===== src/verilog/ctrl_defs.svh =====
`ifndef CTRL_DEFS_SVH
`define CTRL_DEFS_SVH

// ##############################
// Field widths
// ##############################
`define OPCODE_W 6
`define ALUOP_W 4
`define BRANCH_W 3
`define STEP_W 3

// ##############################
// Micro-steps per instruction class
// ##############################
`define REG_STEPS 3
`define IMM_STEPS 3
`define LOAD_STEPS 4 // Address, read, write back
`define STORE_STEPS 3
`define BRANCH_STEPS 2
`define NOP_STEPS 1

`endif


===== src/verilog/ctrlPkg.sv =====
`include "ctrl_defs.svh"

package ctrlPkg;

    typedef enum logic [`OPCODE_W-1:0] {
        OP_ALU  = 6'b000000,
        OP_ADDI = 6'b000001,
        OP_SUBI = 6'b000101,
        OP_ANDI = 6'b000111,
        OP_ORI  = 6'b001000,
        OP_XORI = 6'b001001,
        OP_NORI = 6'b001011,
        OP_SLAI = 6'b001100,
        OP_SRAI = 6'b001101,
        OP_SRLI = 6'b001111,
        OP_SLTI = 6'b010000,
        OP_SGTI = 6'b010001,
        OP_LUI  = 6'b010010,
        OP_LD   = 6'b010101,
        OP_ST   = 6'b011001,
        OP_MOVE = 6'b100101, // Same as ADDI
        OP_BR   = 6'b000010,
        OP_BMI  = 6'b000110,
        OP_BPL  = 6'b001010,
        OP_BZ   = 6'b001110,
        OP_HALT = 6'b100010,
        OP_NOP  = 6'b100110
    } opcode_e;

    typedef enum logic [`ALUOP_W-1:0] {
        ALU_PASS = 4'd0,
        ALU_REG  = 4'd1, // Function field picks the op
        ALU_ADD  = 4'd2,
        ALU_SUB  = 4'd3,
        ALU_SLA  = 4'd4,
        ALU_SRA  = 4'd5,
        ALU_SRL  = 4'd6,
        ALU_AND  = 4'd7,
        ALU_OR   = 4'd8,
        ALU_XOR  = 4'd9,
        ALU_NOR  = 4'd10,
        ALU_SLT  = 4'd11,
        ALU_SGT  = 4'd12,
        ALU_LUI  = 4'd13
    } aluOp_e;

    typedef enum logic [`BRANCH_W-1:0] {
        COND_NONE   = 3'b000,
        COND_ALWAYS = 3'b001,
        COND_MINUS  = 3'b011,
        COND_PLUS   = 3'b101,
        COND_ZERO   = 3'b111
    } branchCond_e;

    typedef enum logic [2:0] {
        CLS_REG, CLS_IMM, CLS_LOAD, CLS_STORE, CLS_BRANCH, CLS_HALT, CLS_NOP
    } instrClass_e;

    typedef enum logic [1:0] {
        PH_IDLE, PH_EXEC, PH_WAITINT
    } seqPhase_e;

endpackage


===== src/verilog/controlOutputs.sv =====
`timescale 1ns/10ps

`include "ctrl_defs.svh"

module controlOutputs import ctrlPkg::*; (
    input  instrClass_e        instrClass,
    input  seqPhase_e          phase,
    input  logic [`STEP_W-1:0] step,
    input  aluOp_e             aluOpIn,
    input  logic               aluSourceIn,
    input  branchCond_e        branchIn,
    output aluOp_e             aluOp,
    output logic               aluSource,
    output branchCond_e        branch,
    output logic               writeReg,
    output logic               memRead,
    output logic               memWrite,
    output logic               memRegPC
);

    logic inExec;
    logic stepOne;
    logic stepTwo;

    assign inExec = (phase == PH_EXEC);
    assign stepOne = (step == `STEP_W'(1));
    assign stepTwo = (step == `STEP_W'(2));

    // ##############################
    // Strobe table
    // ##############################
    always_comb begin
        aluOp = ALU_PASS;
        aluSource = 1'b0;
        branch = COND_NONE;
        writeReg = 1'b0;
        memRead = 1'b0;
        memWrite = 1'b0;
        memRegPC = 1'b0;

        if (phase != PH_IDLE) begin // Decoded fields only while busy
            aluOp = aluOpIn;
            aluSource = aluSourceIn;
            branch = branchIn;
        end

        if (inExec) begin
            case (instrClass)
                CLS_REG, CLS_IMM: begin
                    writeReg = stepOne; // Write back ALU result
                end
                CLS_LOAD: begin
                    memRead = stepOne || stepTwo;
                    writeReg = stepTwo;
                    memRegPC = stepTwo; // Select memory data for write back
                end
                CLS_STORE: begin
                    memWrite = stepOne;
                end
                default: begin
                    writeReg = 1'b0;
                end
            endcase
        end
    end

endmodule


===== src/verilog/ctrlUnit.sv =====
`timescale 1ns/10ps

`include "ctrl_defs.svh"

module ctrlUnit import ctrlPkg::*; (
    input  logic        clk,
    input  logic        rst,
    input  opcode_e     opcode,
    input  logic        opValid,
    input  logic        interrupt,
    output logic        busy,
    output aluOp_e      aluOp,
    output logic        aluSource,
    output branchCond_e branch,
    output logic        writeReg,
    output logic        memRead,
    output logic        memWrite,
    output logic        memRegPC
);

    logic               accept;
    instrClass_e        instrClass;
    aluOp_e             decAluOp;
    logic               decAluSource;
    branchCond_e        decBranch;
    seqPhase_e          phase;
    logic [`STEP_W-1:0] step;

    opDecoder decoder (
        .clk        (clk),
        .rst        (rst),
        .opcode     (opcode),
        .accept     (accept),
        .instrClass (instrClass),
        .aluOp      (decAluOp),
        .aluSource  (decAluSource),
        .branch     (decBranch)
    );

    stepSequencer sequencer (
        .clk        (clk),
        .rst        (rst),
        .opValid    (opValid),
        .instrClass (instrClass),
        .interrupt  (interrupt),
        .accept     (accept),
        .busy       (busy),
        .phase      (phase),
        .step       (step)
    );

    controlOutputs outputs (
        .instrClass  (instrClass),
        .phase       (phase),
        .step        (step),
        .aluOpIn     (decAluOp),
        .aluSourceIn (decAluSource),
        .branchIn    (decBranch),
        .aluOp       (aluOp),
        .aluSource   (aluSource),
        .branch      (branch),
        .writeReg    (writeReg),
        .memRead     (memRead),
        .memWrite    (memWrite),
        .memRegPC    (memRegPC)
    );

endmodule


===== src/verilog/opDecoder.sv =====
`timescale 1ns/10ps

module opDecoder import ctrlPkg::*; (
    input  logic        clk,
    input  logic        rst,
    input  opcode_e     opcode,
    input  logic        accept,
    output instrClass_e instrClass,
    output aluOp_e      aluOp,
    output logic        aluSource,
    output branchCond_e branch
);

    instrClass_e decClass;
    aluOp_e      decAluOp;
    logic        decAluSource;
    branchCond_e decBranch;

    // ##############################
    // Opcode decode
    // ##############################
    always_comb begin
        decClass = CLS_NOP; // Unlisted opcodes run as NOP
        decAluOp = ALU_PASS;
        decAluSource = 1'b0;
        decBranch = COND_NONE;
        case (opcode)
            OP_ALU: begin
                decClass = CLS_REG;
                decAluOp = ALU_REG;
                decAluSource = 1'b1; // Second operand from register file
            end
            OP_ADDI, OP_MOVE: begin
                decClass = CLS_IMM;
                decAluOp = ALU_ADD;
            end
            OP_SUBI: begin
                decClass = CLS_IMM;
                decAluOp = ALU_SUB;
            end
            OP_SLAI: begin
                decClass = CLS_IMM;
                decAluOp = ALU_SLA;
            end
            OP_SRAI: begin
                decClass = CLS_IMM;
                decAluOp = ALU_SRA;
            end
            OP_SRLI: begin
                decClass = CLS_IMM;
                decAluOp = ALU_SRL;
            end
            OP_ANDI: begin
                decClass = CLS_IMM;
                decAluOp = ALU_AND;
            end
            OP_ORI: begin
                decClass = CLS_IMM;
                decAluOp = ALU_OR;
            end
            OP_XORI: begin
                decClass = CLS_IMM;
                decAluOp = ALU_XOR;
            end
            OP_NORI: begin
                decClass = CLS_IMM;
                decAluOp = ALU_NOR;
            end
            OP_SLTI: begin
                decClass = CLS_IMM;
                decAluOp = ALU_SLT;
            end
            OP_SGTI: begin
                decClass = CLS_IMM;
                decAluOp = ALU_SGT;
            end
            OP_LUI: begin
                decClass = CLS_IMM;
                decAluOp = ALU_LUI;
            end
            OP_LD: decClass = CLS_LOAD;
            OP_ST: decClass = CLS_STORE;
            OP_BR: begin
                decClass = CLS_BRANCH;
                decBranch = COND_ALWAYS;
            end
            OP_BMI: begin
                decClass = CLS_BRANCH;
                decBranch = COND_MINUS;
            end
            OP_BPL: begin
                decClass = CLS_BRANCH;
                decBranch = COND_PLUS;
            end
            OP_BZ: begin
                decClass = CLS_BRANCH;
                decBranch = COND_ZERO;
            end
            OP_HALT: decClass = CLS_HALT;
            default: decClass = CLS_NOP;
        endcase
    end

    always_ff @(posedge clk) begin
        if (rst) begin
            instrClass <= CLS_NOP;
            aluOp <= ALU_PASS;
            aluSource <= 1'b0;
            branch <= COND_NONE;
        end else if (accept) begin // Held until next accept
            instrClass <= decClass;
            aluOp <= decAluOp;
            aluSource <= decAluSource;
            branch <= decBranch;
        end
    end

endmodule


===== src/verilog/stepSequencer.sv =====
`timescale 1ns/10ps

`include "ctrl_defs.svh"

module stepSequencer import ctrlPkg::*; (
    input  logic               clk,
    input  logic               rst,
    input  logic               opValid,
    input  instrClass_e        instrClass,
    input  logic               interrupt,
    output logic               accept,
    output logic               busy,
    output seqPhase_e          phase,
    output logic [`STEP_W-1:0] step
);

    logic [`STEP_W-1:0] lastStep;

    assign accept = (phase == PH_IDLE) && opValid; // Ignored while busy
    assign busy = (phase != PH_IDLE);

    // ##############################
    // Last micro-step per class
    // ##############################
    always_comb begin
        case (instrClass)
            CLS_REG:    lastStep = `STEP_W'(`REG_STEPS - 1);
            CLS_IMM:    lastStep = `STEP_W'(`IMM_STEPS - 1);
            CLS_LOAD:   lastStep = `STEP_W'(`LOAD_STEPS - 1);
            CLS_STORE:  lastStep = `STEP_W'(`STORE_STEPS - 1);
            CLS_BRANCH: lastStep = `STEP_W'(`BRANCH_STEPS - 1);
            CLS_NOP:    lastStep = `STEP_W'(`NOP_STEPS - 1);
            default:    lastStep = '0; // HALT has one step, then waits
        endcase
    end

    // ##############################
    // Phase FSM and step counter
    // ##############################
    always_ff @(posedge clk) begin
        if (rst) begin
            phase <= PH_IDLE;
            step <= '0;
        end else begin
            case (phase)
                PH_IDLE: begin
                    if (accept) begin
                        phase <= PH_EXEC;
                        step <= '0;
                    end
                end
                PH_EXEC: begin
                    if (step == lastStep) begin
                        step <= '0;
                        if (instrClass == CLS_HALT) begin
                            phase <= PH_WAITINT;
                        end else begin
                            phase <= PH_IDLE;
                        end
                    end else begin
                        step <= step + 1'b1;
                    end
                end
                PH_WAITINT: begin
                    if (interrupt) begin // Release from HALT
                        phase <= PH_IDLE;
                    end
                end
                default: phase <= PH_IDLE;
            endcase
        end
    end

endmodule

===== config.mk =====
export PLATFORM = sky130hd
export DESIGN_NAME = ctrlUnit
export DESIGN_NICKNAME = d
export VERILOG_FILES = /design/src/verilog/ctrlPkg.sv /design/src/verilog/controlOutputs.sv /design/src/verilog/ctrlUnit.sv /design/src/verilog/opDecoder.sv /design/src/verilog/stepSequencer.sv
export VERILOG_INCLUDE_DIRS = /design/src /design/src/verilog
export SDC_FILE = /design/constraint.sdc
export NUM_CORES = 1
export LEC_CHECK = 0
export BUFFER_PORTS_ARGS = -buffer_cell sky130_fd_sc_hd__buf_2
export CAP_MARGIN = 20
export CELL_PAD_IN_SITES_DETAIL_PLACEMENT = 0
export CELL_PAD_IN_SITES_GLOBAL_PLACEMENT = 1
export CORE_ASPECT_RATIO = 1.1
export CORE_UTILIZATION = 43
export DETAILED_ROUTE_END_ITERATION = 10
export PLACE_DENSITY = 0.84
export SYNTH_ARGS = -nofsm -noshare
export SYNTH_HDL_FRONTEND = slang
export SYNTH_SLANG_ARGS = --single-unit

===== constraint.sdc =====
create_clock -name clk -period 3 [get_ports clk]
set_input_delay 0.3 -clock clk [delete_from_list [all_inputs] [get_ports clk]]
set_output_delay 0.3 -clock clk [all_outputs]
set_load 0.05 [all_outputs]

==> impl_summary.txt <==
----------------------------------------------------
[STA]
  Total Negative Setup Slacks ... 0 ps
  Unrepaired setup endpoints after global routing ... no
  Clock skew after layout ... 3.47 ps
  Hold Fails Final Rpt ... 0
  Setup violators final ... 0
  Maximum operating frequency ... 472 MHz
  Worst-case headroom to the max-slew limit ... 0.542
  Number of slew-limit violations in the final report ... 0
  Final min period ... 2120 ps
  Transition time at the pin with the least slew margin ... 685 ps
  Ratio of final minimum period to clock period ... 0.706

[Yosys]
  Synthesized area ... 1220 µm²
  Net count of the mapped netlist ... 166
  Sequential share of the synthesized area ... 0.263
  Synth top area share ... 0.263
  Distinct cell type count of the synthesized netlist ... 50
  Mean Syn Cell Area ... 7.96 µm²
  Post-synthesis instance total ... 153
  Cell type contributing the most total cell area after synthesis ... sky130_fd_sc_hd__dfxtp_1
  Async set-reset flop share out of synthesis ... 0
  Number of flops mapped to enable cells by yosys ... 0
  Ys flop type ... sky130_fd_sc_hd__dfxtp_1
  Number of warning messages in the yosys log ... 0
  Flip-flop and latch count after synthesis ... 16
  Area contributors post-synth ... sky130_fd_sc_hd__dfxtp_1 26%, sky130_fd_sc_hd__nor2b_1 6.2%, sky130_fd_sc_hd__nor2_1 5.5%

[Floorplan]
  Core footprint ... 2590 µm²
  I/O pins ... 23
  Starting density of the core ... 0.470
  Full die area ... 3050 µm²
  Chip height ... 57.8 µm
  Die Wd ... 52.7 µm
  # rows ... 19

[Final layout]
  Post-layout net count ... 179
  Fraction of final layout cells with drive strength greater than 1 ... 0.200
  Final-layout fill cell count ... 262
  Final antenna diode count ... 0
  Number of non-filler instances in the completed layout ... 196
  Synthesis-to-layout area growth ... 8.94%
  Core occupancy in the finished layout ... 0.512
  Post-layout instance area ... 1330 µm²

[Routing]
  Drt total wl ... 2.63 mm
  Number of vias per cell after detailed routing ... 6.01
  Iteration-0 DRC count of the detailed router ... 35
  Via count of the routed design ... 1177
  Detailed-router iteration count before antenna repair ... 4
  Number of nets with antenna violations after routing ... 0
  Remaining DRCs ... 0
  Average routed wire per standard cell ... 13.4 µm

[Critical path]
  Crit path max fanout ... 10
  Critical path buffer and inverter count ... 1
  Largest delay share family, worst path ... simple AND/OR/NAND/NOR gates
  CP endpoint kind ... primary output
  Worst R2R Path Depth ... 4
  Register-to-Register Setup Slack ... 1210 ps
  Critical path class ... reg2out
  Worst path required time ... 2700 ps
  R2r startpoint ... sequencer.phase[0]
  Critical path's slowest cell ... sky130_fd_sc_hd__dfxtp_1
  Data arrival at the endpoint of the critical path ... 1820 ps
  Ordered list of cells on the worst path ... nand2b_1 > nor3_1 > nand2_1 > nor3b_1 > buf_2
  Kind of start point of the critical path ... register
  Slowest Stage Delay on Critical Path ... 340 ps
  Worst r2r dst ... decoder.instrClass[1]

[Clocking]
  Clock latency of the later-clocked register in the worst-skew pair ... 290 ps
  # resized after CTS ... 0
  CTS tree ... yes
  TritonCTS buffer count ... 3
  Max Root-Sink Buffers ... 2
  Clock input transition at the sequential cells of the worst setup and hold paths ... 90 ps
  Root cell of the clock tree ... sky130_fd_sc_hd__clkbuf_4
  Setup Fix Bufs, Post-CTS ... 0
  Clock Sinks ... 16
  Total number of H-tree levels ... 1
  CTS Hold Buffers Added ... 0

[Global routing]
  Vias in the first global route ... 1096
  Initial antenna violation count ... 0
  Wire length of the first global-routing pass ... 4.66 mm
  GR Util All Layers ... 0.199
  Pin count of the biggest net entering global routing ... 24
  Overflow left after global routing ... 0

[Power]
  Worst voltage drop across the vdd grid ... 0.294 mV
  Power density over the cells ... 368 nW/µm²
  Standby leakage power ... 0.510 nW

[Min path]
  Worst hold path cell count ... 3
  Origin of the worst min-delay path ... interrupt
  Worst Hold Class ... in2reg
  Hold Crit Endpoint ... sequencer.phase[1]

[Place]
  Port bufs ... 22
  HPWL after DPL ... 1.84 mm
  Placement Cell Area ... 1290 µm²
  RePlAce Congestion ... 0.834
  Cell count after placement ... 192

[Job]
  Number of max-cap violations ... 0

[Run status]
  Result of the run ... finished clean

----------------------------------------------------
-- kinds of logic after synthesis --
| logic type | after synthesis | synth area share |
|---|---|---|
| DFF | 16 | 0.263 |
| xor gates and xnor gates | 1 | 0.00720 |
| and+or+nand+nor | 71 | 0.363 |
| buffers and inverters | 19 | 0.0781 |
| adders and majority gates | 3 | 0.0308 |
| AOI/OAI and AO/OA | 42 | 0.250 |
| muxes | 1 | 0.00822 |
-- registers in the layout, indices dropped and copies added, names as in the netlist --
name and cells:
decoder.aluOp 4, decoder.aluSource 1, sequencer.phase 2, sequencer.step 3, decoder.instrClass 3, decoder.branch 3
-- how the worst max path moves through the flow --
stage	start	end	cells past startpoint
3_3_place_gp	opValid	decoder.instrClass[1]	5
5_1_grt	sequencer.phase[0]	memRegPC	5
3_5_place_dp	opValid	decoder.instrClass[1]	5
2_1_floorplan	sequencer.phase[1]	memRegPC	5
6_report	sequencer.phase[1]	memRegPC	5
4_1_cts	sequencer.phase[1]	memRegPC	5
-- synthesized netlist by cell type, drive strengths merged (2+ instances only) --
| library cell | instances |
|---|---|
| inv | 5 |
| a211oi | 2 |
| o22ai | 4 |
| buf | 6 |
| dfxtp | 16 |
| o32ai | 2 |
| a21oi | 7 |
| or4bb | 2 |
| nand3b | 3 |
| nand2b | 10 |
| nor3 | 5 |
| nor2b | 12 |
| o41ai | 2 |
| nor4 | 2 |
| o21ai | 3 |
| or2 | 2 |
| a22oi | 5 |
| nand4b | 2 |
| ha | 3 |
| nand2 | 3 |
| clkbuf | 8 |
| or3b | 2 |
| nor4b | 3 |
| a21o | 3 |
| a311oi | 2 |
| a31oi | 2 |
| o31ai | 2 |
| nor2 | 18 |
| or3 | 2 |
-- worst min-delay path: cells and delay by family --
kind,cells,cell delay [ps]
buffers and inverters,1,70
and+or+nand+nor,1,40
AOI/OAI and AO/OA,1,140
-- metal layers --
| metal | vias to the layer above | routed length [µm] | GRT usage |
|---|---|---|---|
| li1 | 583 | - | - |
| met1 | 567 | 1200 | 0.234 |
| met2 | 22 | 1320 | 0.365 |
| met3 | 5 | 80 | 0.0236 |
| met4 | 0 | 33 | 0.0677 |
| met5 | - | 0 | 0 |
-- cell type report --
cell class / instances / area (µm²) / share of cell area
repair buffers: 22 / 110 / 0.0830
well taps: 31 / 38.8 / 0.0292
clock buffers: 4 / 36.3 / 0.0274
inverters: 5 / 18.8 / 0.0142
multi-input cells: 118 / 802 / 0.605
flip-flops and latches: 16 / 320 / 0.242
-- layout by cell type (no fill, tap or decap), drive strengths merged, types with 2 or more instances in the layout --
cell type	Yosys	layout
a211oi	2	2
a21o	3	3
a21oi	7	7
a22oi	5	5
a311oi	2	2
a31oi	2	2
buf	6	22
clkbuf	8	4
dfxtp	16	16
ha	3	3
inv	5	5
nand2	3	3
nand2b	10	10
nand3b	3	3
nand4b	2	2
nor2	18	18
nor2b	12	12
nor3	5	5
nor4	2	2
nor4b	3	3
o21ai	3	3
o22ai	4	4
o31ai	2	2
o32ai	2	2
o41ai	2	2
or2	2	2
or3	2	2
or3b	2	2
or4bb	2	2
-- metrics by stage --
step / setup slack [ps] / power [W] / hold slack, ps
after global routing: 745 / 0.000519 / 297
after detailed placement: 1180 / 0.000347 / 453
after floorplan: 678 / 0.000328 / 432
final: 882 / 0.000488 / 303
after global placement: 1230 / 0.000344 / 445
after CTS: 878 / 0.000494 / 298
-- report_power, final --
part	switching [W]	internal, W	leakage (nW)
clock network	0.0000715	0.0000740	0.0210
logic	0.0000707	0.0000414	0.359
registers	0.0000101	0.000221	0.130
Power figures use the tool's default switching activity.
